$ cat config.mk
export PLATFORM = sky130hd
export DESIGN_NAME = stream_skid
export DESIGN_NICKNAME = d
export VERILOG_FILES = /design/src/stream_skid.sv
export SDC_FILE = /design/constraint.sdc
export NUM_CORES = 1
export LEC_CHECK = 0
export BUFFER_PORTS_ARGS = -buffer_cell sky130_fd_sc_hd__buf_2
export CAP_MARGIN = 20
export CORE_MARGIN = 2
export CORE_UTILIZATION = 49
export CTS_CLUSTER_DIAMETER = 120
export CTS_CLUSTER_SIZE = 10
export DETAILED_ROUTE_END_ITERATION = 12
export GPL_ROUTABILITY_DRIVEN = 0
export HOLD_SLACK_MARGIN = 0.12
export PLACE_DENSITY = 0.75
export SLEW_MARGIN = 20
export SYNTH_ARGS = -nofsm -noshare
export SYNTH_HDL_FRONTEND = slang
export SYNTH_SLANG_ARGS = --single-unit
$ cat constraint.sdc
create_clock -name clock_48 -period 1.9 [get_ports clock_48]
set_input_delay 0.38 -clock clock_48 [delete_from_list [all_inputs] [get_ports clock_48]]
set_output_delay 0.38 -clock clock_48 [all_outputs]
set_load 0.05 [all_outputs]
$ cat src/stream_skid.sv
// Two-entry valid/ready FIFO placed on each incoming event stream of the shell
`timescale 1ns/1ps

module stream_skid #(
	parameter type payload_t = logic [7:0]
) (
	input  logic     clock_48,
	input  logic     rst,
	input  logic     in_valid,
	output logic     in_ready,
	input  payload_t in_data,
	output logic     out_valid,
	input  logic     out_ready,
	output payload_t out_data
);
	payload_t   slot [2];
	logic       wr_ptr;
	logic       rd_ptr;
	logic [1:0] count;
	logic       push;
	logic       pop;

	assign in_ready  = count != 2'd2;
	assign out_valid = count != 2'd0;
	assign out_data  = slot[rd_ptr];
	assign push      = in_valid && in_ready;
	assign pop       = out_valid && out_ready;

	always_ff @(posedge clock_48) begin
		if (rst) begin
			wr_ptr <= 1'b0;
			rd_ptr <= 1'b0;
			count  <= 2'd0;
		end else begin
			if (push) wr_ptr <= !wr_ptr;
			if (pop) rd_ptr <= !rd_ptr;
			count <= count + {1'b0, push} - {1'b0, pop};
		end
	end

	always_ff @(posedge clock_48) begin
		if (push) slot[wr_ptr] <= in_data;
	end

	// Occupancy never passes the two slots
	a_no_overflow: assert property (@(posedge clock_48) disable iff (rst)
		count <= 2'd2);

	a_head_hold: assert property (@(posedge clock_48) disable iff (rst)
		out_valid && !out_ready |=> out_valid && $stable(out_data)); // Head waits intact

endmodule

* Yosys cells after proc, flatten, opt, wreduce, memory -nomap -nowiden *
Memory sizes are Yosys's and may differ from the RTL's. A register that Yosys moved wholly into a read port is not among the register bits.
Cells that the tools add are included.

cells by class
  add/subtract/negate cells = 2
  multipliers = 0
  divide/modulo/power cells = 0
  magnitude comparators = 0
  equality and inequality tests = 1
  shifts and indexed selects = 0
  muxes and demuxes = 4
  bitwise gates (word level) = 0
  reduce and logical (&&, ||, !) cells = 5

operators with widths
  kind                                   count
  2-to-1 mux 1 bit                       4
  adder 2 x 1 -> 2 bit                   1
  logical AND 1 bit                      2
  logical NOT 1 bit                      2
  != test 2 bit (second input constant)  1
  nonzero test 2 bit                     1
  subtractor 2 x 1 -> 2 bit              1

storage, ports and cells
  bits in registers = 4
  bits in latches = 0
  memory bits (writable) = 16
  memory bits (read-only) = 0
  bits of input ports = 12
  output and inout bits = 10
  logic and storage cells = 16
  memories kept = 1

memories
  memory  words  width  read ports  clocked after Yosys merged registers in  write ports  RTL line  RTL
  slot    2      8      1           1                                        1            16        payload_t slot [2];

* Longest topological paths before layout *
  word-level depth = 4
  gate-level depth with buffers = 6
  mapped depth without buffers = 6

* Worst setup path before layout *
OpenSTA, ideal clock, no wires.

  kind = flip-flop to flip-flop
  start = reg count[0]
  end = mem slot[1][0] (netlist bit) (enable)
  library setup time = 0.332 ns
  arrival = 1.264 ns
  required time = 1.568 ns
  slack = 0.304 ns
  cell stages (with the launch flop) = 3
  path buffers = 0
  period minus slack after synthesis = 1.596 ns
  path through = dfxtp_1 -> nand2b_1 -> and3_1

between the ends
  cells in the longest elaborated chain, start to end = 4

ends and longest elaborated chain
  what                                    RTL line  RTL
  from (decl)                             19        logic [1:0] count;
  from (signal assigned)                  37        count <= count + {1'b0, push} - {1'b0, pop};
  != test 2 bit                           23        assign in_ready = count != 2'd2;
  via in_ready                            10        output logic in_ready,
  logical AND 1 bit                       26        assign push = in_valid && in_ready;
  2-to-1 mux 1 bit                        42        if (push) slot[wr_ptr] <= in_data;
  2-to-1 mux 1 bit (not written as such)  42
  to (decl)                               16

The timed path passes the listed nets, and every way through them passes these cells.

==> results.toml <==
[worst_setup_path]
crit_arrival_ps = 1310
path_max_fanout = 8
reg2reg_to = "count[1]"
reg2reg_depth = 6
endpoint_kind = "output pin"
start_kind = "register"
slowest_stage = "dfxtp_2"
max_stage_delay_ps = 450
crit_required_ps = 1520
path_class = "register to output pin"
r2r-start = "count[1]"
reg2reg_slack_ps = 420
crit_chain = "mux2_2 -> buf_2"

[synthesis]
yosysTopAreaCell = "edfxtp_1"
synthArstFlopShare_pct = 0
syn-mean-instance-area_um2 = 15.4
yosysWarnings = 0
synth_area_um2 = 832
yosysMostFrequentCell = "edfxtp_1"
synth_fp_nets = 67
synth_ff_type = "edfxtp_1"
yosysSeqAreaShare_pct = 69.8
synth_cell_types = 23
synth_area_leaders = "edfxtp_1 (58%), dfxtp_1 (12%), mux2_2 (11%), nor2_1 (1.8%), and3_1 (1.5%)"
synth-edff-count = 16
synth_top_area_share_pct = 57.7
synthCells = 54
synth_common_cells = "edfxtp_1 (16), mux2_2 (8), dfxtp_1 (5)"
synth-seq-cells = 21

[global_route]
overflow = 0
grt_pass1_wl_um = 1770
globalRouteTotalUtil_pct = 12.8
antenna_found_initial = 0
grt_max_degree = 13
grt_pass1_vias = 477

[die]
start_util_pct = 54.0
die_h_um = 45.2
core_area_um2 = 1540
die_area_um2 = 2040
placementRows = 14
ioPinCount = 22
die_x_um = 45.2

[power]
power_leakage_nw = 0.394
vdd_drop_max_mv = 0.646
powerDensity_nw_per_um2 = 1270

[finish]
nets = 92
drive_gt1_share_pct = 47.4
area_delta_synth_final_pct = 17.9
diodes = 0

[placed_design]
pre_cts_ws_ps = 328
port_buffers = 21
hpwl_um = 852

[drt]
drt_first_pass_iters = 4
ant_nets = 0
num_vias = 511
drt-wirelength-per-cell_um = 12.1
wl_um = 1140
via_per_inst = 5.44
drc = 0
drtIter0Drc = 4

[run_status]
outcome = "complete, no violations"

[flow_run]
cap_violations = 0

[clock_tree]
clock_latency_ps = 290
htreeDepth = 1
path_clk_slew_ps = 110
numCtsBuffers = 3
cts_tree = "done"
cts_root_buffer = "clkbuf_4"
clock_sinks = 21
cts.path.max_buffers = 2
post-cts-setup-buffers = 0

[worst_hold_path]
holdPathStages = 1
hold_class = "input port to register"
hold_start = "in_data[4]"
hold_end = "slot[0][4]"

[timing]
setup_ws_ps = 207
finalHoldViolCount = 0
fin_skew_ps = 0.495
finalSetupViolCount = 0
rsz0062_at_grt = "false"
fmax_mhz = 591
fin_tns_setup_ps = 0
relSlewSlack_pct = 75.3
period_needed_ps = 1690
post-route-period-util_pct = 89.1
slew_viol_final = 0
worstMarginPinSlew_ps = 371
-- sequential cells by signal, summed over array words and instances, names as in the netlist, named ones only --
register  count
slot         16
count         2
rd_ptr        1
wr_ptr        1
-- per-stage QoR --
step / hold WS, ps / area (um^2) / total power [mW] / utilization [%] / std cells
after floorplan: 449 / 832 / 0.972 / - / 54
after global placement: 486 / 952 / 1.05 / 61.8 / 90
after detailed placement: 489 / 952 / 1.06 / 61.8 / 90
after CTS: 259 / 980 / 1.26 / 63.6 / 94
after global routing: 253 / 981 / 1.31 / 63.6 / 94
final: 268 / 981 / 1.25 / 63.6 / 94
-- what timing repair did --
action | in CTS | in global routing
resized for setup | 0 | 1
endpoints found under the hold margin | 0 | 0
setup endpoints to repair | 0 | 1
hold buffers | 0 | 0
-- worst max path at each step --
stage | end | slack, ps | depth (start not counted)
5_1_grt | out_data[5] | 140 | 2
3_3_place_gp | count[1] | 370 | 7
4_1_cts | out_data[5] | 40 | 2
2_1_floorplan | slot[1][0] | 300 | 2
6_report | out_data[5] | 210 | 2
3_5_place_dp | count[1] | 330 | 7
-- where the power goes --
group          internal, mW  leakage (nW)  switching (mW)  total [mW]
Sequential            0.562         0.191          0.0472       0.610
Combinational         0.147         0.185           0.293       0.440
Clock                0.0782        0.0177           0.123       0.201
Total                 0.788         0.394           0.463        1.25
-- final cells by class --
class / instances / area (um^2)
Clock inverter: 1 / 5.00
Inverter: 1 / 3.75
Tap cell: 16 / 20.0
Sequential cell: 21 / 582
Multi-Input combinational cell: 31 / 243
Fill cell: 136 / 561
Clock buffer: 3 / 22.5
Timing Repair Buffer: 21 / 105
-- critical path, delay by kind of cell (launching register included) --
family / cells / cell delay [ps]
DFF: 1 / 450
buffers and inverters: 1 / 210
muxes: 1 / 360
-- logic make-up after synthesis --
logic type | Yosys count | synth area share [%]
compound gates | 6 | 5.26
mux | 8 | 10.8
flops | 21 | 69.8
buf+inv | 2 | 1.05
xor+xnor | 1 | 1.05
fa+ha+maj | 1 | 1.50
simple gates | 15 | 10.5
-- layout by cell type (no fill, tap or decap), drive strengths merged --
cell | Yosys | final
nor4bb | 1 | 1
o31a | 1 | 1
a21oi | 1 | 1
clkbuf | 0 | 3
nor2b | 1 | 1
and3 | 2 | 2
nor4 | 1 | 1
or2 | 1 | 1
edfxtp | 16 | 16
ha | 1 | 1
xor2 | 1 | 1
a21bo | 1 | 1
clkinv | 0 | 1
and2b | 1 | 1
o21ba | 1 | 1
nand2b | 1 | 1
mux2 | 8 | 8
dfxtp | 5 | 5
nor3 | 1 | 1
buf | 1 | 21
nor2 | 4 | 4
o21ai | 2 | 2
nand3 | 1 | 1
inv | 1 | 1
nand3b | 1 | 1
-- routing by layer --
metal | up-vias | global-route usage [%] | share of wire [%]
li1 | 251 | - | -
met4 | 0 | 9.41 | 0.79
met1 | 246 | 13.3 | 44
met3 | 2 | 3.60 | 6.5
met5 | - | 0 | 0
met2 | 12 | 21.7 | 49
Note: power is estimated with default switching activity, not from simulation.
