<file path="config.mk">
export PLATFORM = sky130hd
export DESIGN_NAME = key_decoder
export DESIGN_NICKNAME = d
export VERILOG_FILES = /design/src/arcade_pkg.sv /design/src/key_decoder.sv
export SDC_FILE = /design/constraint.sdc
export NUM_CORES = 1
export LEC_CHECK = 0
export BUFFER_PORTS_ARGS = -buffer_cell sky130_fd_sc_hd__buf_2
export CORE_MARGIN = 5
export CORE_UTILIZATION = 30
export CTS_CLUSTER_SIZE = 16
export DETAILED_ROUTE_END_ITERATION = 10
export REMOVE_ABC_BUFFERS = 1
export SLEW_MARGIN = 10
export SYNTH_ARGS = -nofsm -noshare
export SYNTH_HDL_FRONTEND = slang
export SYNTH_SLANG_ARGS = --single-unit
</file>
<file path="constraint.sdc">
create_clock -name clock_48 -period 1.9 [get_ports clock_48]
set_input_delay 0 -clock clock_48 [delete_from_list [all_inputs] [get_ports clock_48]]
set_output_delay 0 -clock clock_48 [all_outputs]
set_load 0.05 [all_outputs]
</file>
<file path="src/arcade_pkg.sv">
// Shared stream types, ROM map and video timing constants, imported by every shell module
package arcade_pkg;

	////////////////////////////////////////////////////////////
	// Stream and memory payloads

	typedef struct packed {
		logic [17:0] addr;  // Byte address in download image
		logic [7:0]  data;
	} rom_byte_t;

	typedef struct packed {
		logic       pressed;
		logic [7:0] code;   // PS/2 set 2 scancode
	} key_event_t;

	typedef struct packed {
		logic        region; // 0 main, 1 sprite
		logic [14:0] addr;
		logic [15:0] data;   // Same byte in both lanes
		logic [1:0]  be;
	} rom_write_t;

	typedef struct packed {
		logic up;
		logic down;
		logic left;
		logic right;
		logic fire1;
		logic fire2;
		logic start1;
		logic start2;
		logic coin;
	} buttons_t;

	typedef struct packed {
		logic [5:0] inp0;
		logic [5:0] inp1;
		logic [2:0] inp2;
		logic [7:0] dsw0;
	} cabinet_t;

	////////////////////////////////////////////////////////////
	// Download image layout

	localparam int main_base   = 'h00000;
	localparam int main_size   = 'h10000;
	localparam int sprite_base = 'h10000;
	localparam int sprite_size = 'h10000;
	localparam int rom_words   = 32768;

	////////////////////////////////////////////////////////////
	// Video timing in pixel clocks and lines

	localparam int pclk_div     = 8;  // 48 MHz down to 6 MHz
	localparam int h_total      = 384;
	localparam int v_total      = 264;
	localparam int h_active     = 256;
	localparam int v_active     = 224;
	localparam int h_sync_start = 304;
	localparam int h_sync_end   = 336;
	localparam int v_sync_start = 236;
	localparam int v_sync_end   = 240;

	// Cabinet key scancodes
	localparam logic [7:0] key_up     = 8'h75;
	localparam logic [7:0] key_down   = 8'h72;
	localparam logic [7:0] key_left   = 8'h6B;
	localparam logic [7:0] key_right  = 8'h74;
	localparam logic [7:0] key_coin   = 8'h76; // Esc
	localparam logic [7:0] key_start1 = 8'h05; // F1
	localparam logic [7:0] key_start2 = 8'h06; // F2
	localparam logic [7:0] key_fire1  = 8'h29; // Space
	localparam logic [7:0] key_fire2  = 8'h11; // Alt

endpackage

</file>
<file path="src/key_decoder.sv">
// Holds the pressed state of the nine cabinet keys from keyboard scancode events
`timescale 1ns/1ps

module key_decoder (
	input  logic                   clock_48,
	input  logic                   rst,
	input  logic                   key_valid,
	output logic                   key_ready,
	input  arcade_pkg::key_event_t key,
	output arcade_pkg::buttons_t   buttons
);
	import arcade_pkg::*;

	assign key_ready = 1'b1; // One event per cycle

	always_ff @(posedge clock_48) begin
		if (rst) begin
			buttons <= '0;
		end else if (key_valid) begin
			case (key.code)
				key_up:     buttons.up     <= key.pressed;
				key_down:   buttons.down   <= key.pressed;
				key_left:   buttons.left   <= key.pressed;
				key_right:  buttons.right  <= key.pressed;
				key_fire1:  buttons.fire1  <= key.pressed;
				key_fire2:  buttons.fire2  <= key.pressed;
				key_start1: buttons.start1 <= key.pressed;
				key_start2: buttons.start2 <= key.pressed;
				key_coin:   buttons.coin   <= key.pressed;
				default: begin
					// Other keys leave the cabinet alone
				end
			endcase
		end
	end

endmodule

</file>
; ---- Word level (Yosys, flattened, before mapping)
; Cells that the tools add are included.
[totals]
out_inout_bits = 10
rom_bits = 0
reg_bits = 9
latchBits = 0
n_memories = 0
elab_cells = 27
ram_bits = 0
[classes]
n_mul = 0
order_cmp = 0
eq_ne = 9
n_reduce_logical = 9
n_addsub = 0
muxes = 0
shift = 0
div = 0
n_bitwise = 0
[op_table]
columns = op, n
row1 = "equality test 8 x 7 -> 1 bit, second input constant", 5
row2 = AND reduction 2 bit, 9
row3 = "equality test 8 x 3 -> 1 bit, second input constant", 2
row4 = "equality test 8 x 5 -> 1 bit, second input constant", 1
row5 = "equality test 8 x 6 -> 1 bit, second input constant", 1

; ---- Depth between registers and ports, before layout
[logic_depth]
ltp_word = 2
ltp_mapped = 3
depth_no_buf = 3

; ---- Worst setup path after synthesis
; Ideal clock, no wire load.
[synth_timing]
kind = input -> register
from = in key[5] (netlist bit)
to = reg buttons[3] (netlist bit)
required_time_ps = 1828
t_arrival_ps = 880
path_stages = 3
path_buffers = 0
slack_ps = 949
cell_sequence = or4b_1 nor4_2 mux2i_1
[synth_between]
elab_chain_len = 2
[synth_lines]
columns = item, line
row1 = start: declaration, key_decoder.sv:9  ; input arcade_pkg::key_event_t key,
row2 = equality test 8 x 5 -> 1 bit, key_decoder.sv:20  ; case (key.code)
row3 = AND reduction 2 bit (no line), -
row4 = end: declaration, key_decoder.sv:10  ; output arcade_pkg::buttons_t buttons
; No other way between the ends.
; A chain may end at the register's enable or synchronous reset.

; ---- Final worst setup path
[layout_timing]
from = reg buttons[4] (netlist bit)
to = out buttons[4] (netlist bit)
; No word-level cell between the ends.

==> flow_summary.toml <==
[detailed_routing]
via_per_inst = 4.98
drtIter0Drc = 4
wl_per_cell_um = 12.9
dr_total_vias = 453
finalWirelength_um = 1170
drt-pass1-iter-count = 3
drc = 0
postRouteAntennaNets = 0

[clock_tree]
numCtsBuffers = 3
cts_root_buf = "clkbuf_4"
clk_latency_ns = 0.25
htree_num_levels = 1
post-cts-setup-buffer-count = 0
cts_num_sinks = 9
clk_pin_slew_ns = 0.06
cts_buffer_depth = 2
cts_tree = "built"
hold_buffers = 0
cts_resized = 0

[worst_hold_path]
hp-class = "input pin to register"
hold_path_end = "buttons[7]"
holdPathStages = 3
min_from = "key_valid"

[critical_path]
r2r-start = "buttons[5]"
reg2reg_to = "buttons[5]"
worstPathRequired_ns = 1.90
crit_path_cell_trace = "buf_2"
crit_path_start_kind = "register"
cp_data_arrival_time_ns = 0.86
slowest_delay_ns = 0.33
worstRegToRegCells = 2
critPathBufInv = 1
cp-startpoint = "buttons[4]"
cp_num_cells = 1
path_delay_family = "flip-flops"
end_kind = "primary output"
rrSetupSlack_ns = 1.29
crit_path_top_delay_cell = "dfxtp_1"
crit_path_max_fanout = 2
path_class = "register to primary output"

[place]
dpl.cell_count = 87
post-place-ws_ns = 0.781
gp_congestion = 0.718
hpwl_um = 918
io_buffer_count = 20

[synth]
synth_cell_types = 22
syn_avg_cell_area_um2 = 9.49
synthDominantCellAreaShare = 0.358
ys_seq_area_frac = 0.358
synth_flop_cell = "dfxtp_1"
yosysMostFrequentCell = "nand2b_1"
ys_ff_latch = 9
synth_cells = 53
ys_async_sr_fraction = 0
yosys-top-cells-area = "dfxtp_1, mux2i_1, nand2b_1"
netlist_top_cells_count = "nand2b_1, dfxtp_1, mux2i_1"
synth_edf_count = 0
synth_area_um2 = 503
yosys.area.top_type = "dfxtp_1"
yosys_warnings = 0

[run_status]
outcome = "finished, final reports clean"

[sta]
setup_viol = 0
hold_viol = 0
tns_ns = 0
fmax_ghz = 1.17
drv_slew = 0
finalCritPeriodShare = 0.450
period_minus_slack_ns = 0.856
fin_skew_ns = 0
whs_ns = 0.0713
fin_ws_ns = 1.04
rsz0062_at_grt = "no"

[layout]
antenna_cells = 0
drive_above_1_share = 0.333
n_fill_cell = 170
largestRegisters = "buttons (9)"
final-instance-count-excl-fill = 91
syn2layout_area_growth_pct = 26.9
nets = 88
largest_register = "buttons"
largest_reg_flops = 9

[die]
core_mm2 = 0.00154
num_rows = 14
dieWidth_um = 50.9
dieArea_mm2 = 0.00260
ios = 22
initial_core_util = 0.326
die_h_um = 50.9

[power]
power_density_mw_per_mm2 = 599
leakagePower_uw = 0.000294
ir_drop_mv = 0.384

[global_routing]
grt_pass1_wl_um = 2020
first_global_vias = 487
grt_max_degree = 11
track_usage = 0.102
grt-ovfl-total = 0
antenna_found_initial = 0

[run]
cap_violations = 0
[through the flow]
stage | power (uW) | utilization | area (um2)
final | 382 | 0.414 | 638
after global routing | 402 | 0.414 | 638
after CTS | 388 | 0.414 | 638
after detailed placement | 240 | 0.397 | 612
after global placement | 240 | 0.397 | 612
after floorplan | 216 | - | 492
[per-layer routing]
| metal | part of all wire | vias up | track usage | wire, um |
|---|---|---|---|---|
| li1 | - | 234 | - | - |
| met1 | 0.50 | 205 | 0.134 | 590 |
| met2 | 0.43 | 12 | 0.149 | 501 |
| met3 | 0.059 | 2 | 0.0233 | 69 |
| met4 | 0.010 | 0 | 0.0638 | 12 |
| met5 | 0 | - | 0 | 0 |
[power breakdown]
group          total, uW  internal, uW  switching (uW)
sequential           189           189           0.111
combinational       47.2          19.0            28.1
clock                146          80.9            65.5
total                382           289            93.8
[cell usage in the layout (no fill, tap or decap), types with 2 or more instances in the layout]
master | synthesis | layout
nand2b_1 | 12 | 12
nor4_1 | 3 | 3
buf_2 | 0 | 20
clkbuf_4 | 0 | 3
dfxtp_1 | 9 | 9
mux2i_1 | 9 | 9
nand3b_1 | 2 | 2
nand3_1 | 2 | 2
[layout make-up]
cell class / count / area [um2] / share of cell area
Multi-Input combinational cell: 41 / 308 / 0.482
Sequential cell: 9 / 180 / 0.282
Timing Repair Buffer: 20 / 100 / 0.157
Clock buffer: 4 / 26.3 / 0.0412
Tap cell: 16 / 20.0 / 0.0314
Inverter: 1 / 3.75 / 0.00588
[kinds of logic after synthesis]
kind of cell / synth area share
buf+inv: 0.0298
flops: 0.358
mux: 0.179
other cells: 0.00746
simple gates: 0.425
[worst max-delay path by stage]
stage | endpoint | slack [ns]
floorplan | buttons[3] | 0.95
finish | buttons[4] | 1.04
CTS | buttons[4] | 1.03
global route | buttons[3] | 0.98
global placement | buttons[3] | 0.78
detailed placement | buttons[3] | 0.78
Power figures use the tool's default switching activity.
