===== src/arcade_pkg.sv =====
// Shared stream types, ROM map and video timing constants, imported by every shell module
package arcade_pkg;

	////////////////////////////////////////////////////////////
	// Stream and memory payloads

	typedef struct packed {
		logic [17:0] addr;  // Byte address in download image
		logic [7:0]  data;
	} rom_byte_t;

	typedef struct packed {
		logic       pressed;
		logic [7:0] code;   // PS/2 set 2 scancode
	} key_event_t;

	typedef struct packed {
		logic        region; // 0 main, 1 sprite
		logic [14:0] addr;
		logic [15:0] data;   // Same byte in both lanes
		logic [1:0]  be;
	} rom_write_t;

	typedef struct packed {
		logic up;
		logic down;
		logic left;
		logic right;
		logic fire1;
		logic fire2;
		logic start1;
		logic start2;
		logic coin;
	} buttons_t;

	typedef struct packed {
		logic [5:0] inp0;
		logic [5:0] inp1;
		logic [2:0] inp2;
		logic [7:0] dsw0;
	} cabinet_t;

	////////////////////////////////////////////////////////////
	// Download image layout

	localparam int main_base   = 'h00000;
	localparam int main_size   = 'h10000;
	localparam int sprite_base = 'h10000;
	localparam int sprite_size = 'h10000;
	localparam int rom_words   = 32768;

	////////////////////////////////////////////////////////////
	// Video timing in pixel clocks and lines

	localparam int pclk_div     = 8;  // 48 MHz down to 6 MHz
	localparam int h_total      = 384;
	localparam int v_total      = 264;
	localparam int h_active     = 256;
	localparam int v_active     = 224;
	localparam int h_sync_start = 304;
	localparam int h_sync_end   = 336;
	localparam int v_sync_start = 236;
	localparam int v_sync_end   = 240;

	// Cabinet key scancodes
	localparam logic [7:0] key_up     = 8'h75;
	localparam logic [7:0] key_down   = 8'h72;
	localparam logic [7:0] key_left   = 8'h6B;
	localparam logic [7:0] key_right  = 8'h74;
	localparam logic [7:0] key_coin   = 8'h76; // Esc
	localparam logic [7:0] key_start1 = 8'h05; // F1
	localparam logic [7:0] key_start2 = 8'h06; // F2
	localparam logic [7:0] key_fire1  = 8'h29; // Space
	localparam logic [7:0] key_fire2  = 8'h11; // Alt

endpackage


===== src/cabinet_inputs.sv =====
// Builds the core input ports from keys and joysticks, decodes DIP switches, drives core reset
`timescale 1ns/1ps

module cabinet_inputs (
	input  logic                 clock_48,
	input  logic                 rst,
	input  arcade_pkg::buttons_t buttons,
	input  logic [7:0]           joy0,
	input  logic [7:0]           joy1,
	input  logic [31:0]          status,
	input  logic                 menu_reset,
	input  logic                 download,
	input  logic                 rom_loaded,
	output arcade_pkg::cabinet_t cabinet,
	output logic                 core_reset
);
	logic       rotate;
	logic [5:0] joy_any;
	logic       m_up;
	logic       m_down;
	logic       m_left;
	logic       m_right;
	logic       m_fire1;
	logic       m_fire2;
	logic [5:0] player;

	assign rotate  = status[2];
	assign joy_any = joy0[5:0] | joy1[5:0]; // Either stick drives both players

	////////////////////////////////////////////////////////////
	// Direction mapping, rotated for a sideways monitor

	assign m_up    = rotate ? buttons.right | joy_any[0] : buttons.up    | joy_any[3];
	assign m_down  = rotate ? buttons.left  | joy_any[1] : buttons.down  | joy_any[2];
	assign m_left  = rotate ? buttons.up    | joy_any[3] : buttons.left  | joy_any[1];
	assign m_right = rotate ? buttons.down  | joy_any[2] : buttons.right | joy_any[0];
	assign m_fire1 = buttons.fire1 | joy_any[4];
	assign m_fire2 = buttons.fire2 | joy_any[5];

	assign player = {m_fire2, m_fire1, m_left, m_down, m_right, m_up};

	always_ff @(posedge clock_48) begin
		cabinet.inp0 <= player;
		cabinet.inp1 <= player;
		cabinet.inp2 <= {buttons.coin, buttons.start2, buttons.start1};
		// Demo sound, difficulty, extend, lives, all active low
		cabinet.dsw0 <= {~status[14], ~status[13:12], ~status[11:10], 1'b0, ~status[9:8]};
	end

	// Core held until a full ROM is in place
	always_ff @(posedge clock_48) begin
		if (rst) begin
			core_reset <= 1'b1;
		end else begin
			core_reset <= status[0] | menu_reset | download | !rom_loaded;
		end
	end

endmodule


===== config.mk =====
export PLATFORM = sky130hd
export DESIGN_NAME = cabinet_inputs
export DESIGN_NICKNAME = d
export VERILOG_FILES = /design/src/arcade_pkg.sv /design/src/cabinet_inputs.sv
export SDC_FILE = /design/constraint.sdc
export NUM_CORES = 1
export LEC_CHECK = 0
export BUFFER_PORTS_ARGS = -buffer_cell sky130_fd_sc_hd__clkbuf_2
export CAP_MARGIN = 20
export CORE_ASPECT_RATIO = 1.4
export CORE_UTILIZATION = 24
export CTS_CLUSTER_DIAMETER = 200
export DETAILED_ROUTE_END_ITERATION = 10
export GPL_TIMING_DRIVEN = 0
export HOLD_SLACK_MARGIN = 0.05
export MAX_ROUTING_LAYER = met4
export PLACE_DENSITY = 0.72
export SETUP_SLACK_MARGIN = 0.4
export SYNTH_ARGS = -nofsm -noshare
export SYNTH_HDL_FRONTEND = slang
export SYNTH_SLANG_ARGS = --single-unit

===== constraint.sdc =====
create_clock -name clock_48 -period 0.9 [get_ports clock_48]
set_input_delay 0.135 -clock clock_48 [delete_from_list [all_inputs] [get_ports clock_48]]
set_output_delay 0.135 -clock clock_48 [all_outputs]
set_load 0.01 [all_outputs]

# Yosys cells after proc, flatten, opt, wreduce, memory -nomap -nowiden

Cells that the tools add are included.
W data, S select, Z words.

Bits in registers: 17
Bits in latches: 0
Bits in writable memories: 0
Memory bits (read-only): 0
Input bits: 62
Output and inout bits: 24
Word-level logic and storage cells: 23
Memories: 0

$add $sub $neg: 0
$mul: 0
Div/mod/pow operators: 0
$lt $le $gt $ge: 0
Equality and inequality tests: 0
Shift operators: 0
Muxes and demuxes: 4
Bitwise logic cells: 14
Reductions and logical operators: 1

Operators by type and width:

| cell             | number |
|---|---|
| $or A1 B1 Y1     | 9 |
| $not A2 Y2       | 3 |
| $or A6 B6 Y6     | 1 |
| $mux W1          | 4 |
| $logic_not A1 Y1 | 1 |
| $not A1 Y1       | 1 |

# Depth between registers and ports, before layout

Word-level depth: 3
Depth in mapped cells: 2
Depth with buffers taken out: 2

# Worst setup path after synthesis

OpenSTA, ideal clock, no wires.

Path type: reg-to-output
From: register, netlist name cabinet[11]
To: output cabinet[17] in the netlist's numbering
Arrival: 485 ps
Data required time: 765 ps
Setup slack: 280 ps
Cell stages (with the launch flop): 2
Path buffers: 1
Cells stage by stage: dfxtp_1 > buf_4

RTL lines:

| what      | RTL line             | text |
|---|---|---|
| to (decl) | cabinet_inputs.sv:14 | `output arcade_pkg::cabinet_t cabinet,` |

==> impl_metrics.yaml <==
die:
  fp.dieW_um: 41.08
  io_pins: 86
  die_h_um: 56.70
  initial_utilization_pct: 25.69
  dieArea_um2: 2329
  rows: 19
  core_area_um2: 1997
sta:
  hold_violations: 10
  hold-worst-slack_ns: -0.05263
  min_period_ns: 0.9754
  rsz0062_at_grt: "true"
  fmax_mhz: 1025
  period_share_pct: 108.4
  slew_viol_final: 0
  setup_viol: 6
  fin_ws_ns: -0.07541
synthesis:
  synth_most_common_cell: "dfxtp_1"
  yosysUniqueCellTypes: 9
  synth_largest_area_cell: "dfxtp_1"
  ys_seq_area_share_pct: 66.34
  synthTopCellsByCount: "17 x dfxtp_1, 7 x buf_4, 7 x inv_1"
  async_flop_share_pct: 0
  ys_seq_elements: 17
  synthTopCellsByArea: "dfxtp_1 66%, buf_4 10%, mux2i_1 7.8%, inv_1 5.1%, nor3_1 4.9%"
  ys.warnings.count: 0
  yosys.area.top_type_share_pct: 66.34
  synth_edf_count: 0
  synth_ff_type: "dfxtp_1"
  syn_inst: 45
  synth_area_um2: 513.0
  syn_area_per_cell_um2: 11.40
  synth_nets: 107
global_route:
  use_met3_pct: 1.186
  grt_pass1_vias: 455
  grt_pass1_wl_um: 1718
  antenna_found_initial: 0
  grt_start_max_net_pins: 11
  grt_overflow: 0
  use_met2_pct: 18.75
  track_usage_pct: 11.04
  top_usage_layer: "met2"
  grt_use_met1_pct: 9.926
hold_path:
  whs_path_depth: 1
  whs_endpoint: "cabinet[10]$_DFF_P_"
  hold_class: "primary input to flip-flop"
  min-delay-start: "buttons[0]"
clocking:
  clk_pin_slew_ns: 0.10
  cts_tree: "yes"
  cts_buffers: 3
  cts_setup_buffers: 0
  clock-sinks: 17
  clockBufferDepth: 2
  clockRootBuffer: "clkbuf_4"
  htreeDepth: 1
drt:
  via_count: 496
  final_antenna_net_count: 0
  wire_per_inst_um: 8.754
  vias_per_cell: 3.937
  first_pass_iters: 2
  drt-initial-drc-count: 3
  routed_wl_um: 1103
  drc_errors: 0
place:
  place.gp.congestion: 0.6077
  dp_hpwl_um: 949.2
  port_buffers: 56
power:
  vdd_drop_max_v: 0.0006151
  power_density_nw_per_um2: 1427
  p_leak_nw: 0.5390
  finalPower_mw: 1.452
final_layout:
  num_antenna_cells: 0
  drive_gt1_share_pct: 78.10
  nets: 168
  area_growth_syn_to_layout_pct: 98.29
setup_path:
  worstSetupStartpointType: "flip-flop"
  cp.arrival_ns: 0.84
  crit_fanout: 2
  critPathKind: "flip-flop to output pin"
  worstPathCellList: "buf_6 -> buf_6"
  crit_path_max_incr_delay_ns: 0.35
  endpoint_kind: "output pin"
  cp_common_cell: "buf_6"
  crit_required_ns: 0.76
  crit_path_top_delay_cell: "dfxtp_2"
job:
  drv_cap: 0
status:
  violations: "hold timing, setup timing"
  status: "finished with violations"
## report_power, final
group	internal (mW)	switching, mW
sequential	0.793	0.0165
clock	0.165	0.221
combinational	0.162	0.0942
## worst max-delay path: cells and delay by family (launching register included)
kind	cells	cell delay (ns)
buffers and inverters	2	0.21
DFF	1	0.35
## metrics by stage
stage | setup slack [ns] | instances | area (um2) | setup TNS, ns | util (%)
floorplan | 0.2948 | 45 | 593.1 | 0 | -
global route | -0.1183 | 126 | 1017 | -0.9108 | 50.94
CTS | -0.08807 | 126 | 968.4 | -0.5304 | 48.50
detailed placement | 0.2077 | 122 | 899.6 | 0 | 45.05
global placement | 0.2043 | 122 | 899.6 | 0 | 45.05
finish | -0.07541 | 126 | 1017 | -0.3985 | 50.94
## state kept, by name, summed over array words and instances, names as in the netlist
signal      cells
cabinet        16
core_reset      1
## final cells by class
cell class	count	area, um2
flip-flops and latches	17	352.8
inverters	7	26.28
clock buffers	3	22.52
repair buffers	56	361.6
multi-input cells	13	133.9
well taps	21	26.28
plain buffers	8	88.84
fillers	186	979.7
clock inverters	1	5.005
## worst max-delay path by stage
stage / start / endpoint / slack [ns] / cells past startpoint
2_1_floorplan: joy1[4] / cabinet[15]$_DFF_P_ / 0.29 / 1
3_3_place_gp: joy1[4] / cabinet[15]$_DFF_P_ / 0.20 / 2
3_5_place_dp: joy1[4] / cabinet[15]$_DFF_P_ / 0.21 / 2
4_1_cts: cabinet[11]$_DFF_P_ / cabinet[17] / -0.09 / 2
5_1_grt: cabinet[11]$_DFF_P_ / cabinet[17] / -0.12 / 2
6_report: cabinet[14]$_DFF_P_ / cabinet[20] / -0.08 / 2
## timing repair
item                       4_1_cts  5_1_grt
gates resized for setup          7       28
hold endpoints to repair        13       13
setup endpoints to repair       23       23
## placed cells by master, fill, tap and decap left out
cell      Yosys  routed
clkbuf_8      0       1
buf_4         7       1
clkbuf_2      1      33
dfxtp_2       0      10
nor3_1        5       1
mux2i_1       4       4
buf_2         0      10
conb_1        1       1
nand3b_1      1       1
dfxtp_1      17       7
or3_1         2       2
buf_6         0      19
nor3_4        0       4
inv_1         7       7
clkinv_2      0       1
clkbuf_4      0       3
## layer usage
layer,wire [um],part of all wire (%),up-vias
li1,-,-,252
met1,348,32,207
met2,638,58,35
met3,96,8.7,2
met4,19,1.7,0
met5,0,0,-
## cell families (layout without fill, tap and decap cells)
| kind of cell | count (synthesis) | after routing | synth area share [%] |
|---|---|---|---|
| buffers and inverters | 15 | 75 | 16.34 |
| DFF | 17 | 17 | 66.34 |
| muxes | 4 | 4 | 7.805 |
| other | 1 | 1 | 0.7310 |
| and+or+nand+nor | 8 | 8 | 8.780 |
No activity file was read; power rests on OpenSTA's default activity.
