## src/arcade_pkg.sv

```systemverilog
// Shared stream types, ROM map and video timing constants, imported by every shell module
package arcade_pkg;

	////////////////////////////////////////////////////////////
	// Stream and memory payloads

	typedef struct packed {
		logic [17:0] addr;  // Byte address in download image
		logic [7:0]  data;
	} rom_byte_t;

	typedef struct packed {
		logic       pressed;
		logic [7:0] code;   // PS/2 set 2 scancode
	} key_event_t;

	typedef struct packed {
		logic        region; // 0 main, 1 sprite
		logic [14:0] addr;
		logic [15:0] data;   // Same byte in both lanes
		logic [1:0]  be;
	} rom_write_t;

	typedef struct packed {
		logic up;
		logic down;
		logic left;
		logic right;
		logic fire1;
		logic fire2;
		logic start1;
		logic start2;
		logic coin;
	} buttons_t;

	typedef struct packed {
		logic [5:0] inp0;
		logic [5:0] inp1;
		logic [2:0] inp2;
		logic [7:0] dsw0;
	} cabinet_t;

	////////////////////////////////////////////////////////////
	// Download image layout

	localparam int main_base   = 'h00000;
	localparam int main_size   = 'h10000;
	localparam int sprite_base = 'h10000;
	localparam int sprite_size = 'h10000;
	localparam int rom_words   = 32768;

	////////////////////////////////////////////////////////////
	// Video timing in pixel clocks and lines

	localparam int pclk_div     = 8;  // 48 MHz down to 6 MHz
	localparam int h_total      = 384;
	localparam int v_total      = 264;
	localparam int h_active     = 256;
	localparam int v_active     = 224;
	localparam int h_sync_start = 304;
	localparam int h_sync_end   = 336;
	localparam int v_sync_start = 236;
	localparam int v_sync_end   = 240;

	// Cabinet key scancodes
	localparam logic [7:0] key_up     = 8'h75;
	localparam logic [7:0] key_down   = 8'h72;
	localparam logic [7:0] key_left   = 8'h6B;
	localparam logic [7:0] key_right  = 8'h74;
	localparam logic [7:0] key_coin   = 8'h76; // Esc
	localparam logic [7:0] key_start1 = 8'h05; // F1
	localparam logic [7:0] key_start2 = 8'h06; // F2
	localparam logic [7:0] key_fire1  = 8'h29; // Space
	localparam logic [7:0] key_fire2  = 8'h11; // Alt

endpackage

```

## src/video_timing.sv

```systemverilog
// Generates the 6 MHz pixel enable, beam counters, blanking, sync and blanked RGB for the core
`timescale 1ns/1ps

module video_timing (
	input  logic        clock_48,
	input  logic        rst,
	input  logic [11:0] pixel_rgb,
	output logic        pclk_en,
	output logic [8:0]  hpos,
	output logic [8:0]  vpos,
	output logic        hblank,
	output logic        vblank,
	output logic        hsync,
	output logic        vsync,
	output logic [11:0] rgb_out
);
	import arcade_pkg::*;

	logic [2:0] div;
	logic       hb_now;
	logic       vb_now;

	assign pclk_en = div == 3'(pclk_div - 1);
	assign hb_now  = hpos >= 9'(h_active);
	assign vb_now  = vpos >= 9'(v_active);

	always_ff @(posedge clock_48) begin
		if (rst) begin
			div <= 3'd0;
		end else begin
			div <= pclk_en ? 3'd0 : div + 3'd1;
		end
	end

	////////////////////////////////////////////////////////////
	// Beam position

	always_ff @(posedge clock_48) begin
		if (rst) begin
			hpos <= '0;
			vpos <= '0;
		end else if (pclk_en) begin
			if (hpos == 9'(h_total - 1)) begin
				hpos <= '0;
				vpos <= (vpos == 9'(v_total - 1)) ? '0 : vpos + 9'd1;
			end else begin
				hpos <= hpos + 9'd1;
			end
		end
	end

	// Outputs track the position sampled on the same enable
	always_ff @(posedge clock_48) begin
		if (rst) begin
			hblank  <= 1'b0;
			vblank  <= 1'b0;
			hsync   <= 1'b0;
			vsync   <= 1'b0;
			rgb_out <= '0;
		end else if (pclk_en) begin
			hblank  <= hb_now;
			vblank  <= vb_now;
			hsync   <= hpos >= 9'(h_sync_start) && hpos < 9'(h_sync_end);
			vsync   <= vpos >= 9'(v_sync_start) && vpos < 9'(v_sync_end);
			rgb_out <= (hb_now || vb_now) ? 12'd0 : pixel_rgb;
		end
	end

	a_beam_range: assert property (@(posedge clock_48) disable iff (rst)
		hpos < 9'(h_total) && vpos < 9'(v_total));

	// Sync edge lands one pixel ahead of the counter
	a_hsync_align: assert property (@(posedge clock_48) disable iff (rst)
		$rose(hsync) |-> hpos == 9'(h_sync_start + 1));

endmodule
```

## config.mk

```make
export PLATFORM = sky130hd
export DESIGN_NAME = video_timing
export DESIGN_NICKNAME = d
export VERILOG_FILES = /design/src/arcade_pkg.sv /design/src/video_timing.sv
export SDC_FILE = /design/constraint.sdc
export NUM_CORES = 1
export LEC_CHECK = 0
export BUFFER_PORTS_ARGS = -buffer_cell sky130_fd_sc_hd__buf_2
export CAP_MARGIN = 20
export CORE_MARGIN = 10
export CORE_UTILIZATION = 27
export CTS_CLUSTER_DIAMETER = 50
export DETAILED_ROUTE_END_ITERATION = 16
export GPL_TIMING_DRIVEN = 1
export PLACE_DENSITY_LB_ADDON = 0.3
export SLEW_MARGIN = 0
export SYNTH_ARGS = -nofsm -noshare
export SYNTH_HDL_FRONTEND = slang
export SYNTH_SLANG_ARGS = --single-unit
```

## constraint.sdc

```tcl
create_clock -name clock_48 -period 2.3 [get_ports clock_48]
set_clock_uncertainty 0.2 [all_clocks]
set_input_delay 0.115 -clock clock_48 [delete_from_list [all_inputs] [get_ports clock_48]]
set_output_delay 0.115 -clock clock_48 [all_outputs]
set_load 0.05 [all_outputs]
```

Word level (Yosys, flattened, before mapping)
Index checks and enable logic that the tools add are counted.

word-level totals
  input port bits = 14
  flip-flop bits (word level) = 37

operators by class
  add/subtract/negate cells = 3
  $lt $le $gt $ge = 6
  mux-type cells = 3
  eq/ne operators = 3
  reduce and logical (&&, ||, !) cells = 5

operators by type and width
  cell                 count
  $add 9x1->9 const B  2
  $eq 9x9->1 const B   2
  $ge 9x8->1 const B   2
  $ge 9x9->1 const B   2
  $mux 9               2
  $mux 12              1
  $lt 9x8->1 const B   1
  $lt 9x9->1 const B   1
  $add 3x1->3 const B  1
  $eq 3x3->1 const B   1
  $logic_and 1x1->1    2
  $reduce_and 2->1     1
  $reduce_or 2->1      1
  $logic_or 1x1->1     1

Logic depth before layout (Yosys ltp)
  depth after elaboration = 3
  mapped depth = 7
  mapped depth without buffers = 6

Worst setup path before layout
OpenSTA, ideal clock, no wires.

  kind = reg2reg
  start point = register div[0]
  end point = register vpos[7]
  library setup time = 0.071 ns
  cell stages (with the launch flop) = 8
  arrival time = 2.080 ns
  period minus slack after synthesis = 2.351 ns
  setup slack = -0.051 ns
  cell sequence = dfxtp_1 > ha_1 > ha_1 > buf_2 > and3_4 > nand3_4 > or4_1 > a21oi_1

on the way
  word-level cells in the longest chain between the ends = 2

RTL lines
  element                     line                text
  start, declared             video_timing.sv:19  logic [2:0] div;
  start signal, assigned      video_timing.sv:31  div <= pclk_en ? 3'd0 : div + 3'd1;
  $eq 3x3->1                  video_timing.sv:23  assign pclk_en = div == 3'(pclk_div - 1);
  net pclk_en                 video_timing.sv:8   output logic pclk_en,
  $reduce_and 2->1 (no line)  n/a
  end signal, assigned        video_timing.sv:45  vpos <= (vpos == 9'(v_total - 1)) ? '0 : vpos + 9'd1;
  end, declared               video_timing.sv:10  output logic [8:0] vpos,

The timed path passes the listed nets, and every way through them passes these cells.
A chain may end at the register's enable or synchronous reset.

Final worst setup path
  start point = register div[0]
  end point = register vpos[7]

on the way
  word-level cells in the longest chain between the ends = 2

RTL lines
  element                     line
  $eq 3x3->1                  video_timing.sv:23
  $reduce_and 2->1 (no line)  n/a

Every way passes these cells.

==> results.sh <==
export IMPL_cp_arrival_ns=2.00
export IMPL_clkLatencyLatePin_ns=0.29
export IMPL_grt_overflow=0
export IMPL_relSlewSlack_pct=71.39
export IMPL_grt_pass1_wl_um=6969
export IMPL_run_status="complete, no violations"
export IMPL_fp_coreArea_um2=5608
export IMPL_hold_viol=0
export IMPL_yosysTopAreaCellShare_pct=46.61
export IMPL_period_share_pct=86.03
export IMPL_leakage_nw=0.8860
export IMPL_fin_nets=253
export IMPL_post_place_ws_ns=0.1568
export IMPL_cts_setup_buffers=0
export IMPL_grt_usage_pct=8.856
export IMPL_cts_clk_slew_worst_paths_ns=0.07
export IMPL_ys_seq_area_share_pct=46.61
export IMPL_placed_area_um2=1922
export IMPL_viasPerCell=4.660
export IMPL_cp_end_kind="register"
export IMPL_synthAdderAreaFrac_pct=4.724
export IMPL_grt_max_degree=30
export IMPL_period_minus_slack_ns=1.979
export IMPL_yosys_warnings=0
export IMPL_synth_xor_area_share_pct=4.409
export IMPL_grt_pass1_vias=1352
export IMPL_io_pins=49
export IMPL_post_route_cells_drive_above_1_share_pct=29.06
export IMPL_tightest_slew_ns=0.4252
export IMPL_syn2layout_area_growth_pct=35.04
export IMPL_synth_mux_area_share_pct=0.6299
export IMPL_tns_ns=0
export IMPL_syn_area_um2=1589
export IMPL_syn_num_nets=189
export IMPL_rsz0062_at_grt="no"
export IMPL_fp_dieW_um=96.72
export IMPL_synth_top_area_cell="dfxtp_1"
export IMPL_clk_path_buf_depth=2
export IMPL_drc_errors=0
export IMPL_start_util_pct=28.34
export IMPL_hold_class="in -> reg"
export IMPL_dr_pass1_iters=4
export IMPL_cts_resized=0
export IMPL_dpl_hpwl_um=3130
export IMPL_synth_ff_latch_count=37
export IMPL_slew_viol_final=0
export IMPL_maxCapViolations=0
export IMPL_drtAntennaViolNets=0
export IMPL_routedWlPerCell_um=13.86
export IMPL_power_density_nw_per_um2=550.0
export IMPL_cts_root_buf="clkbuf_8"
export IMPL_wirelength_um=4240
export IMPL_power_mw=1.180
export IMPL_avgSynthCellArea_um2=9.403
export IMPL_synthTopCellsByArea="dfxtp_1 47%, a22o_1 6.6%, ha_1 4.7%"
export IMPL_cts_sinks=37
export IMPL_htree_levels=2
export IMPL_fin_ws_ns=0.3214
export IMPL_cts_buffers=5
export IMPL_synth_distinct_cells=35
export IMPL_cp_required_ns=2.32
export IMPL_cp_start_kind="register"
export IMPL_io_buffers=48
export IMPL_most_common_layout_cells="48 x buf_2, 37 x dfxtp_1, 14 x nor2_1, 12 x a22o_1, 12 x dlygate4sd3_1"
export IMPL_holdBufCountCts=12
export IMPL_path_class="reg -> reg"
export IMPL_syn_inst=169
export IMPL_final_common_cell="buf_2"
export IMPL_gp_routability_congestion=0.7755
export IMPL_antenna_found_initial=0
export IMPL_fin_area_um2=2146
export IMPL_drtIter0Drc=73
export IMPL_vdd_drop_max_v=0.0001843
export IMPL_die_area_um2=9354
export IMPL_synth_top_family_by_area="simple AND/OR/NAND/NOR gates"
export IMPL_path_max_fanout=9
export IMPL_reg2reg_slack_ns=0.32
export IMPL_yosys_area_share_simple_pct=25.43
export IMPL_finalSetupViolCount=0
export IMPL_vias=1426
export IMPL_rows=27
export IMPL_die_h_um=96.72
export IMPL_fmax_ghz=0.5054
export IMPL_diodes=0
export IMPL_synth_compound_area_share_pct=14.25
export IMPL_cts_tree="yes"
[critical path, stage by stage (launching register included)]
cell and delay (ns):
dfxtp_1 0.33, ha_1 0.15, ha_2 0.23, and3_4 0.25, nand3_4 0.11, or4_1 0.48
a21oi_1 0.15
[report_power, final]
group | internal [mW] | switching (mW) | leakage (nW)
combinational | 0.0295 | 0.0263 | 0.536
sequential | 0.646 | 0.00227 | 0.299
clock | 0.243 | 0.233 | 0.0512
total | 0.918 | 0.262 | 0.886
[registers in the layout, summed over array words and instances (netlist names)]
signal	count
hpos	9
hblank	1
vsync	1
vblank	1
div	3
vpos	9
rgb_out	12
hsync	1
[cell type report]
class | count | area, um2
Fill cell | 600 | 3462
Multi-Input combinational cell | 117 | 794.5
Sequential cell | 37 | 740.7
Timing Repair Buffer | 65 | 397.9
Tap cell | 72 | 90.09
Clock buffer | 6 | 82.58
Inverter | 7 | 26.28
Clock inverter | 2 | 13.76
[cell usage after synthesis]
| cell type | number |
|---|---|
| nand4_1 | 10 |
| a22o_1 | 12 |
| and2_1 | 2 |
| o31ai_1 | 2 |
| xor2_1 | 5 |
| and2b_2 | 1 |
| nor2_1 | 14 |
| and3_1 | 1 |
| nand3_1 | 7 |
| o32ai_1 | 3 |
| a21oi_1 | 10 |
| dfxtp_1 | 37 |
| clkbuf_1 | 5 |
| nor2b_1 | 2 |
| buf_4 | 1 |
| nor3_1 | 4 |
| ha_1 | 6 |
| and4_4 | 1 |
| nor4_1 | 3 |
| nand4b_1 | 1 |
| nand2b_1 | 8 |
| mux2i_1 | 1 |
| or4_1 | 2 |
| a31oi_1 | 1 |
| nand2_1 | 7 |
| or3_1 | 4 |
| nand3_4 | 1 |
| o21ai_0 | 2 |
| nor3_2 | 1 |
| inv_1 | 7 |
| xnor2_1 | 3 |
| and3_4 | 1 |
| o22ai_1 | 1 |
| a211oi_1 | 1 |
| buf_2 | 2 |
[kinds of logic after synthesis]
logic type	Yosys count
AND/OR/NAND/NOR	70
flip-flops	37
XOR/XNOR	8
buffers and inverters	15
AO/OA/AOI/OAI	32
adder cells (fa/ha/maj)	6
multiplexers	1
[metal layers]
layer  GRT usage (%)  routed length, um  up-vias
met5               0                  0        -
met4           4.171                 93        0
met3           2.413                130        6
met2           14.21               2062       32
met1           10.64               1954      650
li1                -                  -      738
[through the flow]
stage	cells	hold slack [ns]	util (%)
global placement	285	0.1244	34.27
floorplan	169	0.04069	-
detailed placement	285	0.1319	34.27
global route	306	0.1519	38.26
finish	306	0.1320	38.26
CTS	305	0.09114	38.13
[worst paths after layout]
kind           from       to  cells past startpoint
max reg2reg  div[0]  vpos[7]                      6
min reg2reg  div[0]   div[0]                      1
max          div[0]  vpos[7]                      6
min             rst  vpos[6]                      3
Power figures use the tool's default switching activity.
