File: src/arcade_pkg.sv
// Shared stream types, ROM map and video timing constants, imported by every shell module
package arcade_pkg;

	////////////////////////////////////////////////////////////
	// Stream and memory payloads

	typedef struct packed {
		logic [17:0] addr;  // Byte address in download image
		logic [7:0]  data;
	} rom_byte_t;

	typedef struct packed {
		logic       pressed;
		logic [7:0] code;   // PS/2 set 2 scancode
	} key_event_t;

	typedef struct packed {
		logic        region; // 0 main, 1 sprite
		logic [14:0] addr;
		logic [15:0] data;   // Same byte in both lanes
		logic [1:0]  be;
	} rom_write_t;

	typedef struct packed {
		logic up;
		logic down;
		logic left;
		logic right;
		logic fire1;
		logic fire2;
		logic start1;
		logic start2;
		logic coin;
	} buttons_t;

	typedef struct packed {
		logic [5:0] inp0;
		logic [5:0] inp1;
		logic [2:0] inp2;
		logic [7:0] dsw0;
	} cabinet_t;

	////////////////////////////////////////////////////////////
	// Download image layout

	localparam int main_base   = 'h00000;
	localparam int main_size   = 'h10000;
	localparam int sprite_base = 'h10000;
	localparam int sprite_size = 'h10000;
	localparam int rom_words   = 32768;

	////////////////////////////////////////////////////////////
	// Video timing in pixel clocks and lines

	localparam int pclk_div     = 8;  // 48 MHz down to 6 MHz
	localparam int h_total      = 384;
	localparam int v_total      = 264;
	localparam int h_active     = 256;
	localparam int v_active     = 224;
	localparam int h_sync_start = 304;
	localparam int h_sync_end   = 336;
	localparam int v_sync_start = 236;
	localparam int v_sync_end   = 240;

	// Cabinet key scancodes
	localparam logic [7:0] key_up     = 8'h75;
	localparam logic [7:0] key_down   = 8'h72;
	localparam logic [7:0] key_left   = 8'h6B;
	localparam logic [7:0] key_right  = 8'h74;
	localparam logic [7:0] key_coin   = 8'h76; // Esc
	localparam logic [7:0] key_start1 = 8'h05; // F1
	localparam logic [7:0] key_start2 = 8'h06; // F2
	localparam logic [7:0] key_fire1  = 8'h29; // Space
	localparam logic [7:0] key_fire2  = 8'h11; // Alt

endpackage

File: src/rom_loader.sv
// Maps the ROM download byte stream onto region-tagged word writes and flags a finished load
`timescale 1ns/1ps

module rom_loader (
	input  logic                   clock_48,
	input  logic                   rst,
	input  logic                   download,
	input  logic                   byte_valid,
	output logic                   byte_ready,
	input  arcade_pkg::rom_byte_t  byte_in,
	output logic                   wr_valid,
	output arcade_pkg::rom_write_t wr,
	output logic                   rom_loaded
);
	import arcade_pkg::*;

	logic        take;
	logic [17:0] main_off;
	logic [17:0] spr_off;
	logic        in_main;
	logic        in_sprite;
	logic [17:0] offset;
	logic        download_d;
	logic        any_written;

	assign byte_ready = download; // Bytes wait in the FIFO otherwise
	assign take       = byte_valid && download;

	// Unsigned offsets wrap below the base
	assign main_off  = byte_in.addr - 18'(main_base);
	assign spr_off   = byte_in.addr - 18'(sprite_base);
	assign in_main   = main_off < 18'(main_size);
	assign in_sprite = spr_off < 18'(sprite_size);
	assign offset    = in_sprite ? spr_off : main_off;

	always_ff @(posedge clock_48) begin
		if (rst) begin
			wr_valid    <= 1'b0;
			download_d  <= 1'b0;
			any_written <= 1'b0;
			rom_loaded  <= 1'b0;
		end else begin
			wr_valid   <= take && (in_main || in_sprite); // Char and palette bytes dropped
			download_d <= download;
			if (take && (in_main || in_sprite)) any_written <= 1'b1;
			if (download_d && !download && any_written) rom_loaded <= 1'b1;
		end
	end

	always_ff @(posedge clock_48) begin
		if (take) begin
			wr.region <= in_sprite;
			wr.addr   <= offset[15:1];
			wr.data   <= {byte_in.data, byte_in.data};
			wr.be     <= {byte_in.addr[0], !byte_in.addr[0]}; // Odd byte to high lane
		end
	end

	// Region-relative word address of the next write fits the ROM arrays
	a_addr_range: assert property (@(posedge clock_48) disable iff (rst)
		take && (in_main || in_sprite) |-> 32'(offset[17:1]) < rom_words);

endmodule

File: config.mk
export PLATFORM = sky130hd
export DESIGN_NAME = rom_loader
export DESIGN_NICKNAME = d
export VERILOG_FILES = /design/src/arcade_pkg.sv /design/src/rom_loader.sv
export SDC_FILE = /design/constraint.sdc
export NUM_CORES = 1
export LEC_CHECK = 0
export BUFFER_PORTS_ARGS = -buffer_cell sky130_fd_sc_hd__clkbuf_2
export CORE_MARGIN = 4
export CORE_UTILIZATION = 43
export CTS_CLUSTER_DIAMETER = 50
export DETAILED_ROUTE_END_ITERATION = 8
export GPL_TIMING_DRIVEN = 0
export PLACE_DENSITY_LB_ADDON = 0.12
export SLEW_MARGIN = 5
export SYNTH_ARGS = -nofsm -noshare
export SYNTH_HDL_FRONTEND = slang
export SYNTH_SLANG_ARGS = --single-unit
File: constraint.sdc
create_clock -name clock_48 -period 1.72 [get_ports clock_48]
set_input_delay 0.086 -clock clock_48 [delete_from_list [all_inputs] [get_ports clock_48]]
set_output_delay 0.086 -clock clock_48 [all_outputs]
set_load 0.02 [all_outputs]
After elaboration in Yosys (flattened, before gate mapping)
Index checks and enable logic that the tools add are counted.
- input port bits: 30
- bits in registers: 38
- magnitude comparators: 2
- add/sub/neg operators: 1
- reduce and logical (&&, ||, !) cells: 7
- muxes and demuxes: 1
- operator list (kind ; number):
    $lt 18x17->1 const B ; 2
    $sub 18x17->18 const B ; 1
    $mux 16 ; 1
    $logic_and 1x1->1 ; 4
    $logic_not 1->1 ; 2
    $logic_or 1x1->1 ; 1

Depth between registers and ports, before layout
Gate-level depths: netlist of run 1.
- depth in word-level cells: 4
- mapped depth: 2
- mapped depth without buffers: 2

Worst setup path before layout of run 1
No wires, ideal clock.
- path type: in2reg
- from: input byte_valid
- to: register wr[0] in the netlist's numbering, enable pin
- required time: 1.339 ns
- slack: 0.683 ns
- arrival: 0.656 ns
- cell stages on the path: 2
- setup time: 0.381 ns
- cell sequence: nand2_2 > inv_1
- word-level cells in the longest chain between the ends: 1
- RTL lines (item ; RTL line ; text):
    start, declared ; rom_loader.sv:8 ; input logic byte_valid,
    $logic_and 1x1->1 ; rom_loader.sv:27 ; assign take = byte_valid && download;
    net take ; rom_loader.sv:17 ; logic take;
    end, declared ; rom_loader.sv:12 ; output arcade_pkg::rom_write_t wr,
The timed path passes the listed nets, and every way through them passes these cells.
A chain may end at the register's enable or synchronous reset.

Final worst setup path of run 1
- from: input rst
- to: register wr_valid
- RTL lines (item ; RTL line ; text):
    start, declared ; rom_loader.sv:6 ; input logic rst,
    end signal, assigned ; rom_loader.sv:43 ; wr_valid <= take && (in_main || in_sprite);
    end, declared ; rom_loader.sv:11 ; output logic wr_valid,
No word-level cell between the ends.

==> flow_metrics.tcl, run 1 <==
set metrics [dict create \
    crit_chain "dlygate4sd3_1, clkbuf_2, nor3_1, dlygate4sd3_1" \
    hold-worst-slack_ps 41.62 \
    end_kind "flip-flop" \
    rsz0062_at_grt "no" \
    tns_ps 0 \
    synth_cells 50 \
    ant_nets 0 \
    yosys-top-cells-area "edfxtp_1, dfxtp_1, buf_4, nor2b_1, inv_1" \
    grt_pass1_vias 822 \
    clock-sinks 30 \
    hpwlAfterDp_um 1380 \
    ys_ff_latch 30 \
    dieWidth_um 55.98 \
    outcome "finished clean" \
    startpoint_type "input pin" \
    cp_max_fo 5 \
    syn-num-nets 80 \
    grt_max_degree 27 \
    final_area_um2 1670 \
    n_antenna_cell 0 \
    core_area_um2 2191 \
    viasPerCell 4.264 \
    track_usage 0.1593 \
    use_met2 0.2855 \
    fmax_ghz 0.8005 \
    max_slew_margin 0.3777 \
    final_nets 180 \
    crit_buf_inv 3 \
    cts_tree "built" \
    critPathArrivalTime_ps 1510 \
    gr-total-overflow 0 \
    hold_violations 0 \
    met1_usage 0.1409 \
    start_util 0.4517 \
    syn_to_final_growth_pct 68.77 \
    drc 0 \
    top_usage_layer "met2" \
    power_density_nw_per_um2 869.8 \
    min_path_type "in -> reg" \
    antenna_found_initial 0 \
    via_count 759 \
    routabilityCongestion 0.6879 \
    yosysSeqAreaShare 0.8698 \
    met3_usage 0.06497 \
    clk_path_buf_depth 2 \
    synth_cell_types 11 \
    irDropWorstVdd_v 0.0007157 \
    crit_family "buffers and inverters" \
    cts_inserted_buffers 5 \
    timing.final.crit_share 0.7263 \
    die_h_um 55.98 \
    synthDominantCellAreaShare 0.7889 \
    tightest_slew_ps 932.4 \
    crit_path_frequent_cell "dlygate4sd3_1" \
    crit_required_ps 1980 \
    cts_resized 0 \
    dieArea_um2 3133 \
    slowest_delay_ps 560 \
    wl_per_cell_um 12.39 \
    fin_skew_ps 0.05854 \
    layout-drive-gt1-share 0.5400 \
    portBuffers 66 \
    finalSetupViolCount 0 \
    clk_latency_ps 310 \
    drtPass1Iterations 3 \
    slowest_stage "dlygate4sd3_1" \
    layout_min_cycle_time_ps 1249 \
    placed_cell_area_um2 1355 \
    num_io_pins 67 \
    ctsRootBufferMaster "clkbuf_4" \
    postSynthAreaPerCell_um2 19.79 \
    synth_warnings 0 \
    slew_violations 0 \
    cts_max_level 2 \
    p_total_mw 1.453 \
    yosysTopAreaCell "edfxtp_1" \
    totalWireLength_um 2205 \
    rows 17 \
    leakage_nw 0.7617 \
    max_cap_viol_count 0 \
    synth.cell_area_um2 989.7 \
    grt_pass1_wl_um 3608 \
    clkTransAtPathRegs_ps 80 \
    drt-initial-drc-count 9 \
    crit_type "in -> reg" \
]
-- worst min-delay path, delay by kind of cell --
family / cells / cell delay, ps
buffers and inverters: 1 / 90
AND/OR/NAND/NOR: 1 / 80
AO/OA/AOI/OAI: 1 / 60
-- per-stage QoR --
stage / setup slack [ps] / std cells / utilization
after floorplan: 682.8 / 50 / -
after detailed placement: 353.0 / 144 / 0.6185
after global placement: 374.1 / 144 / 0.6185
after CTS: 524.2 / 178 / 0.7624
after global routing: 424.6 / 178 / 0.7624
final: 470.8 / 178 / 0.7624
-- repair_timing --
action / in CTS / in global routing
hold buffers: 27 / 0
hold endpoints to repair: 29 / 0
buffers inserted: 0 / 0
-- cell families (layout without fill, tap and decap cells) --
logic type	Yosys count	count (layout)	synth area share
buffers and inverters	12	112	0.07964
DFF	30	30	0.8698
AOI/OAI and AO/OA	2	2	0.01264
and+or+nand+nor	6	6	0.03793
-- power by group --
| group | switching, mW | internal [mW] |
|---|---|---|
| Combinational | 0.128 | 0.115 |
| Clock | 0.201 | 0.154 |
| Sequential | 0.0140 | 0.841 |
| Total | 0.343 | 1.11 |
-- state kept, by name (all words and copies together) (netlist names) --
signal,flops
any_written,1
download_d,1
rom_loaded,1
wr,26
wr_valid,1
-- Yosys cell counts --
library cell and number:
a21oi_1 1, buf_4 9, dfxtp_1 4, edfxtp_1 26, inv_1 3, nand2_2 1
nand2b_1 1, nand3b_1 1, nor2b_1 2, nor3_1 1, o31ai_1 1
-- final timing paths --
| path | startpoint | endpoint | slack (ps) | depth (start not counted) |
|---|---|---|---|---|
| setup / recovery | rst | wr_valid | 470 | 4 |
| hold / removal | byte_valid | any_written | 40 | 3 |
| setup reg to reg | any_written | rom_loaded | 1110 | 2 |
| hold reg to reg | rom_loaded | rom_loaded | 450 | 2 |
-- per-layer routing --
layer / part of all wire / up-vias
li1: - / 370
met1: 0.31 / 335
met2: 0.55 / 44
met3: 0.10 / 10
met4: 0.037 / 0
met5: 0 / -
-- final cells by class --
class / instances / area [um^2]
sequential: 30 / 860.8
timing repair buffer: 93 / 600.6
fill: 143 / 520.5
buffer: 9 / 67.56
multi-input combinational: 8 / 50.05
clock buffer: 7 / 45.04
tap: 28 / 35.03
inverter: 3 / 11.26
-- layout by cell type, fill, tap and decap left out --
cell and count:
clkbuf_2 66, dlygate4sd3_1 27, edfxtp_1 26, buf_4 9, clkbuf_4 5, dfxtp_1 4
inv_1 3, nor2b_1 2, clkbuf_1 2, nand2_2 1, nor3_1 1, nand3b_1 1
a21oi_1 1, nand2b_1 1, o31ai_1 1
No activity file was read; power rests on OpenSTA's default activity.
==> run 2, diff against run 1 <==
--- a/config.mk
+++ b/config.mk
@@ -6,8 +6,9 @@
 export NUM_CORES = 1
 export LEC_CHECK = 0
 export BUFFER_PORTS_ARGS = -buffer_cell sky130_fd_sc_hd__clkbuf_2
+export CORE_ASPECT_RATIO = 2
 export CORE_MARGIN = 4
-export CORE_UTILIZATION = 43
+export CORE_UTILIZATION = 36
 export CTS_CLUSTER_DIAMETER = 50
 export DETAILED_ROUTE_END_ITERATION = 8
 export GPL_TIMING_DRIVEN = 0
==> constraint.sdc (replaced) <==
create_clock -name clock_48 -period 1 [get_ports clock_48]
set_input_delay 0.05 -clock clock_48 [delete_from_list [all_inputs] [get_ports clock_48]]
set_output_delay 0.05 -clock clock_48 [all_outputs]
set_load 0.02 [all_outputs]
==> run 2 against run 1 <==
  * Critical path type is now reg -> out
  * Design area rose by 1.9%
  * Worst setup slack lost 460 ps
  * Register-to-register slack worse by 710 ps
  * Non-clock buffer count shrank 8
  * Cell count down 3.9%
  * Die area increased by 18%
==> flow_metrics.tcl, run 2 (synthesis gave the netlist of run 1 again) <==
set metrics [dict create \
    clkTransAtPathRegs_ps 60 \
    layout_commonest_cell "clkbuf_2" \
    cts_max_level 2 \
    portBuffers 66 \
    clk_latency_ps 270 \
    largest_reg_flops 26 \
    fin_skew_ps 0.2267 \
    cp_max_fo 2 \
    clk_path_buf_depth 2 \
    final_area_um2 1703 \
    timing.final.crit_share 0.9883 \
    layout_min_cycle_time_ps 988.3 \
    crit_required_ps 950 \
    irDropWorstVdd_v 0.001172 \
    die_h_um 82.15 \
    outcome "finished clean" \
    ctsRootBufferMaster "clkbuf_8" \
    hold_violations 0 \
    start_util 0.3803 \
    setup_slack_ps 11.72 \
    cts_tree "built" \
    cts_inserted_buffers 5 \
    via_count 733 \
    clock-sinks 30 \
    core_area_um2 2603 \
    tightest_slew_ps 519.1 \
    wl_per_cell_um 13.44 \
    rows 26 \
    finalSetupViolCount 0 \
    max_cap_viol_count 0 \
    viasPerCell 4.287 \
    track_usage 0.1331 \
    grt_pass1_wl_um 3394 \
    grt_pass1_vias 768 \
    max_slew_margin 0.6532 \
    dieArea_um2 3703 \
    critPathArrivalTime_ps 940 \
    final_nets 172 \
    drc 0 \
    num_io_pins 67 \
    end_kind "primary output" \
    p_total_mw 2.771 \
    syn_to_final_growth_pct 72.06 \
    layout-drive-gt1-share 0.5315 \
    place_inst 144 \
    final_cell_mix "clkbuf_2, dlygate4sd3_1, edfxtp_1, clkbuf_8" \
    largest-register "wr" \
    routabilityCongestion 0.6348 \
    startpoint_type "flip-flop" \
    fmax_ghz 1.012 \
    hold-worst-slack_ps 55.09 \
    drtPass1Iterations 3 \
    instances_no_fill 171 \
    min_path_type "in -> reg" \
    slew_violations 0 \
    power_density_nw_per_um2 1627 \
    antenna_found_initial 0 \
    drt-initial-drc-count 13 \
    totalWireLength_um 2298 \
    dieWidth_um 45.08 \
    grt_max_degree 27 \
    crit_type "reg -> out" \
    postCtsSetupRepairBufs 0 \
    n_antenna_cell 0 \
    leakage_nw 0.7493 \
    ant_nets 0 \
    rrSetupSlack_ps 400 \
    gr-total-overflow 0 \
    post-place-ws_ps -150.9 \
    placed_cell_area_um2 1359 \
]
[run 2: cell types whose count changed in the layout (fill, tap and decap cells not counted)]
cell / delta
clkbuf_2: -8
clkinv_1: +1
buf_4: -5
inv_1: -1
clkbuf_8: +10
clkinv_2: +1
clkbuf_1: -1
dlygate4sd3_1: -1
clkbuf_4: -5
buf_6: +1
clkinvlp_4: +1
[run 2: critical path, stage by stage (launching register included)]
cell	delay [ps]
edfxtp_1	400
buf_4	150
buf_6	120
[run 2: path summary, 6_finish.rpt]
check / start / to / cells after the start
hold / removal: download / download_d / 2
setup / recovery: wr[15] / wr[15] / 2
hold reg to reg: rom_loaded / rom_loaded / 2
setup reg to reg: any_written / rom_loaded / 2
[run 2: metrics by stage]
step / util / setup TNS (ps)
2_1_floorplan: - / 0
3_3_place_gp: 0.5221 / -3505
3_5_place_dp: 0.5221 / -3890
4_1_cts: 0.6558 / 0
5_1_grt: 0.6543 / -24.99
6_report: 0.6543 / 0
[run 2: where the power goes]
part	switching (mW)	total [mW]	internal (mW)
sequential	0.0285	1.48	1.45
combinational	0.218	0.421	0.202
clock	0.396	0.873	0.476
total	0.643	2.77	2.13
[run 2: repair_timing]
item,CTS,global route
hold buffers,26,0
hold endpoints to repair,27,0
resized for setup,9,7
endpoints found under the setup margin,5,3
[run 2: area by class of cell]
cell class | instances | area [um^2]
well taps | 28 | 35.03
plain buffers | 2 | 15.01
clock inverters | 2 | 8.758
fillers | 205 | 899.6
flip-flops and latches | 30 | 860.8
clock buffers | 6 | 72.57
repair buffers | 92 | 645.6
inverters | 3 | 15.01
multi-input cells | 8 | 50.05
[run 2: per-layer routing]
metal,wire (um),global-route usage,vias up,part of all wire
met2,1369,0.2599,50,0.60
met1,687,0.1209,328,0.30
met3,233,0.04121,2,0.10
met4,8,0.04399,0,0.0035
met5,0,0,-,0
li1,-,-,353,-
